`config.mk`:
```
export PLATFORM = sky130hd
export DESIGN_NAME = sound_top
export DESIGN_NICKNAME = d
export VERILOG_FILES = /design/src/design/sound_pkg.sv /design/src/design/sound_regs.sv /design/src/design/pulse_channel.sv /design/src/design/sound_top.sv
export SDC_FILE = /design/constraint.sdc
export NUM_CORES = 1
export LEC_CHECK = 0
export BUFFER_PORTS_ARGS = -buffer_cell sky130_fd_sc_hd__buf_2
export CAP_MARGIN = 15
export CORE_MARGIN = 2
export CORE_UTILIZATION = 52
export CTS_BUF_LIST = sky130_fd_sc_hd__clkbuf_4 sky130_fd_sc_hd__clkbuf_8
export CTS_CLUSTER_SIZE = 25
export DETAILED_ROUTE_END_ITERATION = 8
export GPL_ROUTABILITY_DRIVEN = 0
export PLACE_DENSITY_LB_ADDON = 0.12
export SYNTH_ARGS = -nofsm -noshare
export SYNTH_HDL_FRONTEND = slang
export SYNTH_HIERARCHICAL = 1
export SYNTH_SLANG_ARGS = --single-unit
```
`constraint.sdc`:
```
create_clock -name base_freq -period 1.7 [get_ports base_freq]
set_input_delay 0.34 -clock base_freq [delete_from_list [all_inputs] [get_ports base_freq]]
set_output_delay 0.34 -clock base_freq [all_outputs]
set_load 0.03 [all_outputs]
```
`src/design/sound_pkg.sv`:
```
`default_nettype none

package sound_pkg;

	// AXI4-Lite port widths.
	localparam int axi_addr_w = 4;
	localparam int axi_data_w = 32;

	localparam int period_w = 11; // Reload value of the period divider.
	localparam int vol_w    = 4;  // Channel sample and volume.
	localparam int mix_w    = 5;  // Sum of two channel samples.
	localparam int duty_w   = 2;

	// One wave is a sequence of 32 phase steps.
	localparam int steps   = 32;
	localparam int phase_w = $clog2(steps);

	// Register map, byte addresses.
	localparam logic [axi_addr_w-1:0] reg_ch0_ctrl   = 4'h0;
	localparam logic [axi_addr_w-1:0] reg_ch0_period = 4'h4;
	localparam logic [axi_addr_w-1:0] reg_ch1_ctrl   = 4'h8;
	localparam logic [axi_addr_w-1:0] reg_ch1_period = 4'hC;

	// Field positions inside a ctrl register.
	localparam int ctrl_en_bit   = 0;
	localparam int ctrl_duty_lsb = 1;
	localparam int ctrl_vol_lsb  = 4;

	// First phase at which the output goes high, per duty setting.
	localparam logic [phase_w-1:0] thr_duty_50 = 5'd16; // Duty 0 and 3.
	localparam logic [phase_w-1:0] thr_duty_75 = 5'd8;  // Duty 1.
	localparam logic [phase_w-1:0] thr_duty_87 = 5'd4;  // Duty 2.

	localparam logic [1:0] axi_resp_okay   = 2'b00;
	localparam logic [1:0] axi_resp_slverr = 2'b10;

	typedef struct packed {
		logic                enable;
		logic [duty_w-1:0]   duty;
		logic [vol_w-1:0]    volume;
		logic [period_w-1:0] period;
	} pulse_cfg_t;

endpackage

`default_nettype wire

```
`src/design/sound_regs.sv`:
```
`timescale 1ns/10ps
`default_nettype none

module sound_regs
	import sound_pkg::*;
(
	input  logic                  base_freq,
	input  logic                  rst_n,
	input  logic [axi_addr_w-1:0] awaddr,
	input  logic                  awvalid,
	output logic                  awready,
	input  logic [axi_data_w-1:0] wdata,
	input  logic                  wvalid,
	output logic                  wready,
	output logic [1:0]            bresp,
	output logic                  bvalid,
	input  logic                  bready,
	input  logic [axi_addr_w-1:0] araddr,
	input  logic                  arvalid,
	output logic                  arready,
	output logic [axi_data_w-1:0] rdata,
	output logic [1:0]            rresp,
	output logic                  rvalid,
	input  logic                  rready,
	output pulse_cfg_t            cfg0,
	output pulse_cfg_t            cfg1
);

	logic                  wr_fire; // Address and data accepted this cycle.
	logic                  rd_fire;
	logic                  wr_hit;  // Write address is in the map.
	logic                  rd_hit;
	logic [axi_data_w-1:0] rd_word;

	// Merge the ctrl fields of a write into a channel configuration.
	function automatic pulse_cfg_t put_ctrl(input pulse_cfg_t cur,
		input logic [axi_data_w-1:0] d);
		pulse_cfg_t nxt;
		nxt        = cur;
		nxt.enable = d[ctrl_en_bit];
		nxt.duty   = d[ctrl_duty_lsb +: duty_w];
		nxt.volume = d[ctrl_vol_lsb +: vol_w];
		return nxt;
	endfunction

	function automatic logic [axi_data_w-1:0] get_ctrl(input pulse_cfg_t c);
		logic [axi_data_w-1:0] w;
		w                              = '0;
		w[ctrl_en_bit]                 = c.enable;
		w[ctrl_duty_lsb +: duty_w]     = c.duty;
		w[ctrl_vol_lsb +: vol_w]       = c.volume;
		return w;
	endfunction

	assign wr_fire = awvalid && awready && wvalid && wready;
	assign rd_fire = arvalid && arready;

	always_comb
	begin
		case (awaddr)
			reg_ch0_ctrl, reg_ch0_period, reg_ch1_ctrl, reg_ch1_period: wr_hit = 1'b1;
			default: wr_hit = 1'b0;
		endcase
	end

	// Unused bits and unmapped addresses read back as zero.
	always_comb
	begin
		rd_hit  = 1'b1;
		rd_word = '0;
		case (araddr)
			reg_ch0_ctrl:   rd_word = get_ctrl(cfg0);
			reg_ch0_period: rd_word[period_w-1:0] = cfg0.period;
			reg_ch1_ctrl:   rd_word = get_ctrl(cfg1);
			reg_ch1_period: rd_word[period_w-1:0] = cfg1.period;
			default:        rd_hit = 1'b0;
		endcase
	end

	// Write channel. A new request is taken only once the previous
	// response has been consumed.
	always_ff @(posedge base_freq or negedge rst_n)
	begin
		if (!rst_n)
		begin
			awready <= 1'b0;
			wready  <= 1'b0;
			bvalid  <= 1'b0;
		end
		else
		begin
			awready <= awvalid && wvalid && !bvalid && !awready;
			wready  <= awvalid && wvalid && !bvalid && !awready;
			if (wr_fire)
				bvalid <= 1'b1;
			else if (bready)
				bvalid <= 1'b0;
		end
	end

	always_ff @(posedge base_freq)
	begin
		if (wr_fire)
			bresp <= wr_hit ? axi_resp_okay : axi_resp_slverr;
	end

	always_ff @(posedge base_freq or negedge rst_n)
	begin
		if (!rst_n)
		begin
			cfg0 <= '0; // Both voices come up disabled.
			cfg1 <= '0;
		end
		else if (wr_fire)
		begin
			case (awaddr)
				reg_ch0_ctrl:   cfg0 <= put_ctrl(cfg0, wdata);
				reg_ch0_period: cfg0.period <= wdata[period_w-1:0];
				reg_ch1_ctrl:   cfg1 <= put_ctrl(cfg1, wdata);
				reg_ch1_period: cfg1.period <= wdata[period_w-1:0];
				default: ;
			endcase
		end
	end

	// Read channel.
	always_ff @(posedge base_freq or negedge rst_n)
	begin
		if (!rst_n)
		begin
			arready <= 1'b0;
			rvalid  <= 1'b0;
		end
		else
		begin
			arready <= arvalid && !rvalid && !arready;
			if (rd_fire)
				rvalid <= 1'b1;
			else if (rready)
				rvalid <= 1'b0;
		end
	end

	always_ff @(posedge base_freq)
	begin
		if (rd_fire)
		begin
			rdata <= rd_word;
			rresp <= rd_hit ? axi_resp_okay : axi_resp_slverr;
		end
	end

	// A pending response must wait for the master.
	assert property (@(posedge base_freq) disable iff (!rst_n)
		bvalid && !bready |=> bvalid)
		else $error("bvalid dropped before bready");

	assert property (@(posedge base_freq) disable iff (!rst_n)
		rvalid && !rready |=> rvalid)
		else $error("rvalid dropped before rready");

endmodule

`default_nettype wire

```
`src/design/pulse_channel.sv`:
```
`timescale 1ns/10ps
`default_nettype none

module pulse_channel
	import sound_pkg::*;
(
	input  logic             base_freq,
	input  logic             rst_n,
	input  pulse_cfg_t       cfg,
	output logic [vol_w-1:0] sample
);

	logic [period_w-1:0] timer; // Cycles left until the next phase step.
	logic [phase_w-1:0]  phase;
	logic [phase_w-1:0]  threshold;

	// Duty 3 repeats the 50 percent wave.
	always_comb
	begin
		case (cfg.duty)
			2'd1:    threshold = thr_duty_75;
			2'd2:    threshold = thr_duty_87;
			default: threshold = thr_duty_50;
		endcase
	end

	always_ff @(posedge base_freq or negedge rst_n)
	begin
		if (!rst_n)
		begin
			timer <= '0;
			phase <= '0;
		end
		else if (!cfg.enable)
		begin
			// Parked so that a new enable starts a full first step.
			timer <= cfg.period;
			phase <= '0;
		end
		else if (timer == '0)
		begin
			timer <= cfg.period;
			phase <= phase + 1'b1; // Wraps after the last of the 32 steps.
		end
		else
		begin
			timer <= timer - 1'b1;
		end
	end

	// The output is the low part of the wave, then volume until the wrap.
	always_ff @(posedge base_freq or negedge rst_n)
	begin
		if (!rst_n)
			sample <= '0;
		else if (!cfg.enable)
			sample <= '0;
		else if (phase >= threshold)
			sample <= cfg.volume;
		else
			sample <= '0;
	end

	// A nonzero sample is the volume that was set a cycle earlier.
	assert property (@(posedge base_freq) disable iff (!rst_n)
		sample != '0 |-> sample == $past(cfg.volume))
		else $error("sample is neither zero nor the channel volume");

	assert property (@(posedge base_freq) disable iff (!rst_n)
		!cfg.enable |=> phase == '0)
		else $error("phase moved while the channel was disabled");

endmodule

`default_nettype wire

```
`src/design/sound_top.sv`:
```
`timescale 1ns/10ps
`default_nettype none

module sound_top
	import sound_pkg::*;
(
	input  logic                  base_freq,
	input  logic                  rst_n,
	input  logic [axi_addr_w-1:0] awaddr,
	input  logic                  awvalid,
	output logic                  awready,
	input  logic [axi_data_w-1:0] wdata,
	input  logic                  wvalid,
	output logic                  wready,
	output logic [1:0]            bresp,
	output logic                  bvalid,
	input  logic                  bready,
	input  logic [axi_addr_w-1:0] araddr,
	input  logic                  arvalid,
	output logic                  arready,
	output logic [axi_data_w-1:0] rdata,
	output logic [1:0]            rresp,
	output logic                  rvalid,
	input  logic                  rready,
	output logic [mix_w-1:0]      mix_out
);

	pulse_cfg_t       cfg0;
	pulse_cfg_t       cfg1;
	logic [vol_w-1:0] sample0;
	logic [vol_w-1:0] sample1;

	sound_regs regs_inst (
		.base_freq (base_freq),
		.rst_n     (rst_n),
		.awaddr    (awaddr),
		.awvalid   (awvalid),
		.awready   (awready),
		.wdata     (wdata),
		.wvalid    (wvalid),
		.wready    (wready),
		.bresp     (bresp),
		.bvalid    (bvalid),
		.bready    (bready),
		.araddr    (araddr),
		.arvalid   (arvalid),
		.arready   (arready),
		.rdata     (rdata),
		.rresp     (rresp),
		.rvalid    (rvalid),
		.rready    (rready),
		.cfg0      (cfg0),
		.cfg1      (cfg1)
	);

	pulse_channel ch0_inst (
		.base_freq (base_freq),
		.rst_n     (rst_n),
		.cfg       (cfg0),
		.sample    (sample0)
	);

	pulse_channel ch1_inst (
		.base_freq (base_freq),
		.rst_n     (rst_n),
		.cfg       (cfg1),
		.sample    (sample1)
	);

	// The extra bit keeps two full-scale voices from clipping.
	always_ff @(posedge base_freq or negedge rst_n)
	begin
		if (!rst_n)
			mix_out <= '0;
		else
			mix_out <= mix_w'(sample0) + mix_w'(sample1);
	end

endmodule

`default_nettype wire

```
==> results.cfg, run 1 <==
[power]
pwr-share-seq_pct = 43.7
p_switching_mw = 1.838
p_int_mw = 4.304
p_leak_nw = 3.108
peakVddDrop_v = 0.0005271
p_sw_share_pct = 29.93
power_frac_comb_pct = 28.3
powerDensity_nw_per_um2 = 999.5
clockPowerShare_pct = 28.0

[clocking]
clock-root-buffer = clkbuf_8
cts_buffer_depth = 2
cts.sinks = 98
cts-buffers-inserted = 9
cts_tree = yes
clk_pin_slew_ns = 0.10
worstSkewPairLatency_ns = 0.37
ctsHtreeMaxLevel = 3

[final_layout]
final_common_cell = dfrtp_1
nets = 574
layout_common_cells = 84 x dfrtp_1, 47 x buf_2, 37 x buf_4
fill_cells = 779
syn_to_final_growth_pct = 20.27
antennaDiodeCount = 0
final_layout_size_suffix_gt1_share_pct = 39.10

[critical_path]
cp.arrival_ns = 2.03
crit_required_ns = 1.96
slowest_stage = or4b_4
worstPathMaxFanout = 3
path_cells = inv_2 -> ha_4 -> or4b_4 -> buf_12 -> nor4_4 -> xor2_1 -> and2_1
crit_type = reg -> reg
cp-start-kind = flip-flop
cpPeakStageDelay_ns = 0.50
worstSetupEndpointType = flip-flop

[detailed_routing]
routedWlPerCell_um = 15.91
viasPerCell = 5.051
drtIter0Drc = 115
drt-pass1-iter-count = 4
drc = 0
ant_nets = 0
via_count = 3243
finalWirelength_mm = 10.22

[outcome]
status = complete, but fails checks
violations = negative setup slack

[global_routing]
grt_pass1_vias = 3289
grt_max_degree = 44
antenna_found_initial = 0
grt_overflow_total = 0
grt_pass1_wl_mm = 16.55
grt.total_usage_pct = 20.93

[synth]
synth-main-ff-cell = dfrtp_1
synth_top_area_share_pct = 41.63
synthDistinctLibCells = 61
synth-edff-count = 13
ys_ff_latch = 98
synthTopCellsByArea = dfrtp_1 42%, edfxtp_1 7.6%, mux2_4 5.9%
yosys_warnings = 6
syn_inst = 413
ys_seq_area_share_pct = 49.27
netlist_area_um2 = 5110
async_flop_share_pct = 86.73
avgSynthCellArea_um2 = 12.37
synth_area_leader_cell = dfrtp_1

[place]
portBuffers = 48
dp_slack_ns = -0.1124
dp.final_hpwl_mm = 7.469

[floorplan]
fp.dieW_um = 103.1
die-area_um2 = 10640
io-pin-count = 93
dieHeight_um = 103.1
rows = 36
initial_core_util_pct = 53.01
core_region_area_um2 = 9639

[timing]
fin_crit_ns = 1.762
finClkSkew_ns = 0.01619
worst_slack_ns = -0.06189
slew_violations = 0
fmax_mhz = 567.6
min_period_over_period_pct = 103.6
hold_viol_final = 0
whs_ns = 0.1934
setup_viol = 12
rsz0062_at_grt = true

[worst_hold_path]
hold_path_class = in -> reg

[run]
max-cap-violations = 0
timing repair:
action / 4_1_cts / 5_1_grt
setup endpoints to repair: 20 / 32
hold endpoints to repair: 85 / 0
buffers inserted: 3 / 5
pin swaps: 17 / 14
hold buffers: 1 / 0
resized for setup: 20 / 19
area by class of cell:
cell class,count,area (um^2),area share (%)
clock inverters,3,65.06,1.059
clock buffers,13,160.2,2.606
flip-flops and latches,98,2519,40.98
inverters,29,111.4,1.812
well taps,133,166.4,2.708
multi-input cells,273,2459,40.00
repair buffers,93,665.6,10.83
cells by family (layout without fill, tap and decap cells):
| logic type | Yosys count | count (layout) | share of synthesized area, % |
|---|---|---|---|
| multiplexers | 49 | 49 | 13.66 |
| adder cells (fa/ha/maj) | 23 | 23 | 5.779 |
| buffers and inverters | 64 | 138 | 7.223 |
| XOR/XNOR | 23 | 23 | 3.942 |
| other | 1 | 23 | 0.07339 |
| flip-flops | 98 | 98 | 49.27 |
| AND/OR/NAND/NOR | 109 | 109 | 14.06 |
| AO/OA/AOI/OAI | 46 | 46 | 5.999 |
registers in the layout (all words and copies together) (netlist names), 4 cells and up:
signal,count
regs_inst/cfg0,18
regs_inst/cfg1,18
ch0_inst/timer,11
ch1_inst/timer,11
regs_inst/rdata,11
ch0_inst/phase,5
ch1_inst/phase,5
mix_out,5
ch0_inst/sample,4
ch1_inst/sample,4
synthesized netlist by cell type (7+ instances only):
| cell | count |
|---|---|
| mux2_4 | 20 |
| mux2_2 | 16 |
| buf_4 | 25 |
| and3_1 | 9 |
| inv_1 | 29 |
| nand3_1 | 8 |
| edfxtp_1 | 13 |
| ha_1 | 22 |
| and2_1 | 14 |
| xor2_1 | 12 |
| mux4_2 | 7 |
| o21ai_0 | 24 |
| nand2_1 | 26 |
| dfrtp_1 | 85 |
| xnor2_1 | 11 |
| nor2_1 | 10 |
worst paths after layout:
path                                        start                  to  slack (ns)  cells past startpoint
worst max register to register  ch0_inst/timer[1]   ch0_inst/phase[3]       -0.06                      7
worst max-delay path            ch0_inst/timer[1]   ch0_inst/phase[3]       -0.06                      7
worst min register to register   regs_inst/bvalid    regs_inst/wready        0.45                      1
min in group asynchronous                   rst_n   ch0_inst/timer[9]        0.49                      3
max in group asynchronous                   rst_n  regs_inst/cfg0[16]        0.99                      3
worst min-delay path                       wvalid    regs_inst/wready        0.19                      3
critical path: cells and delay by family, from the launching register on:
kind	cells	cell delay, ns
flip-flops	1	0.40
XOR/XNOR	1	0.09
AND/OR/NAND/NOR	3	0.80
adder cells (fa/ha/maj)	1	0.13
buffers and inverters	2	0.24
per-layer routing:
metal / vias to the layer above / GRT usage (%) / routed length (um)
met5: - / 0 / 0
met2: 48 / 34.67 / 5104
met3: 16 / 2.508 / 284
met4: 0 / 9.919 / 226
li1: 1564 / - / -
met1: 1615 / 27.54 / 4601
per-stage QoR:
step	TNS, ns	instances	utilization, %	total power, mW	instance area, um^2
after global placement	-0.8999	617	59.02	4.241	5689
after global routing	-1.439	642	63.76	6.441	6146
after CTS	-0.6251	637	62.59	6.046	6033
final	-0.4442	642	63.76	6.143	6146
after floorplan	-0.05941	435	-	3.786	5211
after detailed placement	-1.634	617	59.02	4.277	5689
power groups by stage:
| stage | Clock [mW] | Combinational (mW) | Sequential, mW |
|---|---|---|---|
| finish | 1.72 | 1.74 | 2.68 |
| global route | 1.83 | 1.91 | 2.71 |
| CTS | 1.75 | 1.61 | 2.68 |
| detailed placement | 0 | 1.55 | 2.72 |
| global placement | 0 | 1.52 | 2.72 |
| floorplan | 0 | 1.04 | 2.75 |
(Power assumes the default switching activity.)
==> run 2, diff against run 1 <==
- ABC_AREA: default -> 1
- CORE_UTILIZATION: 52 -> 53
==> results.cfg, run 2 <==
[detailed_routing]
routedWlPerCell_um = 13.21
finalWirelength_mm = 11.14
drtIter0Drc = 173
drt-pass1-iter-count = 4
via_count = 4214
drc = 0
viasPerCell = 4.999
ant_nets = 0

[power]
p_leak_nw = 3.168
p_int_mw = 3.843
pwr-share-seq_pct = 47.3
power_frac_comb_pct = 24.9
peakVddDrop_v = 0.0003916
p_switching_mw = 1.837
p_sw_share_pct = 32.35
powerDensity_nw_per_um2 = 954.7
p_total_mw = 5.680
clockPowerShare_pct = 27.8

[worst_hold_path]
hold_depth = 2
hold_path_end = regs_inst/bvalid
min_from = bready
hold_path_class = in -> reg

[floorplan]
core_region_area_um2 = 9819
rows = 36
fp.dieW_um = 104.8
dieHeight_um = 104.8
die-area_um2 = 10980
initial_core_util_pct = 54.82
io-pin-count = 93

[clocking]
ctsHtreeMaxLevel = 3
cts_tree = yes
cts-buffers-inserted = 9
cts.sinks = 98
cts_buffer_depth = 2
worstSkewPairLatency_ns = 0.36
clock-root-buffer = clkbuf_8
clk_pin_slew_ns = 0.09

[synth]
synth_top_area_share_pct = 39.52
yosys_warnings = 6
async_flop_share_pct = 86.73
synthTopCellsByArea = dfrtp_1 40%, nand2_1 12%, nand3_1 7.4%
ys_seq_area_share_pct = 46.77
synth-main-ff-cell = dfrtp_1
netlist_area_um2 = 5383
syn_inst = 648
synthDistinctLibCells = 31
avgSynthCellArea_um2 = 8.307
synth_area_leader_cell = dfrtp_1
ys_ff_latch = 98
synth-edff-count = 13
synth_top_cells_by_count = 179 x nand2_1, 85 x dfrtp_1, 80 x nand3_1
synth_most_common_cell = nand2_1

[timing]
min_period_over_period_pct = 95.73
finClkSkew_ns = 0.01119
hold_viol_final = 0
slew_violations = 0
max-slew-margin-rel_pct = 45.52
fin_crit_ns = 1.627
fmax_mhz = 614.5
worst_pin_slew_ns = 0.8141
setup_viol = 0
fin_setup_tns_ns = 0

[critical_path]
reg2reg_to = ch1_inst/sample[1]
worstSetupEndpointType = flip-flop
worstPathMaxFanout = 4
cpPeakStageDelay_ns = 0.42
path_cells = ha_1 -> inv_2 -> ha_4 -> a21oi_1 -> o211ai_1 -> nand2_2 -> nor2_1
slowest_stage = dfrtp_1
crit_type = reg -> reg
r2r_start = regs_inst/cfg1[16]
cp.arrival_ns = 1.87
r2r_slack_ns = 0.07
reg2reg_depth = 7
cp-start-kind = flip-flop
crit_required_ns = 1.94

[global_routing]
grt_overflow_total = 0
grt.total_usage_pct = 21.36
grt_max_degree = 34
grt_pass1_wl_mm = 18.64
grt_pass1_vias = 4026
antenna_found_initial = 0

[final_layout]
fill_cells = 875
nets = 775
final_layout_size_suffix_gt1_share_pct = 18.73
layout_common_cells = 176 x nand2_1, 85 x dfrtp_1, 80 x nand3_1
final_area_um2 = 5949
final_common_cell = nand2_1
syn_to_final_growth_pct = 10.53
reg_top3 = regs_inst/cfg0 (18), regs_inst/cfg1 (18)
antennaDiodeCount = 0

[place]
dp.final_hpwl_mm = 8.480
place_area_um2 = 5694
portBuffers = 48

[run]
max-cap-violations = 0

[outcome]
status = finished, final reports clean
==> run 2: critical path: cells and delay by family (launching register included) <==
family / cells / cell delay (ns)
adders and majority gates: 2 / 0.52
buffers and inverters: 1 / 0.07
DFF: 1 / 0.42
and+or+nand+nor: 2 / 0.21
AOI/OAI and AO/OA: 2 / 0.28
==> run 2: per-stage QoR <==
step                      hold slack (ns)  cells  setup WS, ns  util, %
after global placement             0.3248    825       0.06585    57.99
after detailed placement           0.3220    825       0.02035    57.99
after global routing               0.1863    843     -0.003486    60.59
after floorplan                   0.04441    670        0.2166        -
final                              0.1658    843       0.07253    60.59
after CTS                          0.1590    842       0.03925    60.31
==> run 2: final cells by class <==
| type | count | area (um^2) | area share, % |
|---|---|---|---|
| clock buffer | 14 | 180.2 | 3.028 |
| clock inverter | 2 | 35.03 | 0.5889 |
| inverter | 79 | 299.0 | 5.026 |
| multi-input combinational | 454 | 2356 | 39.60 |
| sequential | 98 | 2517 | 42.31 |
| tap | 133 | 166.4 | 2.797 |
| timing repair buffer | 63 | 395.4 | 6.646 |
==> run 2: routing by layer <==
metal | wire, um | up-vias | global-route usage, %
met5 | 0 | - | 0
met4 | 151 | 0 | 6.476
met3 | 578 | 14 | 3.182
met2 | 5052 | 119 | 34.51
met1 | 5356 | 1978 | 29.92
li1 | - | 2103 | -
==> run 2: cell families (layout without fill, tap and decap cells) <==
kind of cell,Yosys count,after routing,synth area share (%)
other,1,23,0.06967
AOI/OAI and AO/OA,40,40,4.370
buffers and inverters,118,158,11.41
xor gates and xnor gates,16,16,2.603
and+or+nand+nor,352,352,29.29
adders and majority gates,23,23,5.486
DFF,98,98,46.77
==> run 2: what timing repair did <==
item                                    CTS  global route
hold buffers                              1             0
resized for setup                         1             5
pin swaps                                 0             6
setup buffers                             0             1
endpoints found under the setup margin    4             8
hold endpoints to repair                 29             0
==> run 2: worst max path at each step <==
stage                                   from                  to  slack, ns  depth (start not counted)
after CTS                 regs_inst/cfg1[16]  ch1_inst/sample[0]       0.04                          7
after global placement    regs_inst/cfg1[16]  ch1_inst/sample[1]       0.07                          7
after floorplan           regs_inst/cfg1[15]  ch1_inst/sample[0]       0.22                          8
final                     regs_inst/cfg1[16]  ch1_inst/sample[1]       0.07                          7
after global routing      regs_inst/cfg1[16]  ch1_inst/sample[0]     -0.003                          7
after detailed placement  regs_inst/cfg1[16]  ch1_inst/sample[0]       0.02                          7
==> run 2: power by group through the flow <==
stage / clock [mW] / combinational [mW] / sequential, mW
after floorplan: 0 / 1.07 / 2.74
after global placement: 0 / 1.36 / 2.73
after detailed placement: 0 / 1.39 / 2.73
after CTS: 1.63 / 1.41 / 2.68
after global routing: 1.72 / 1.59 / 2.71
final: 1.58 / 1.41 / 2.69
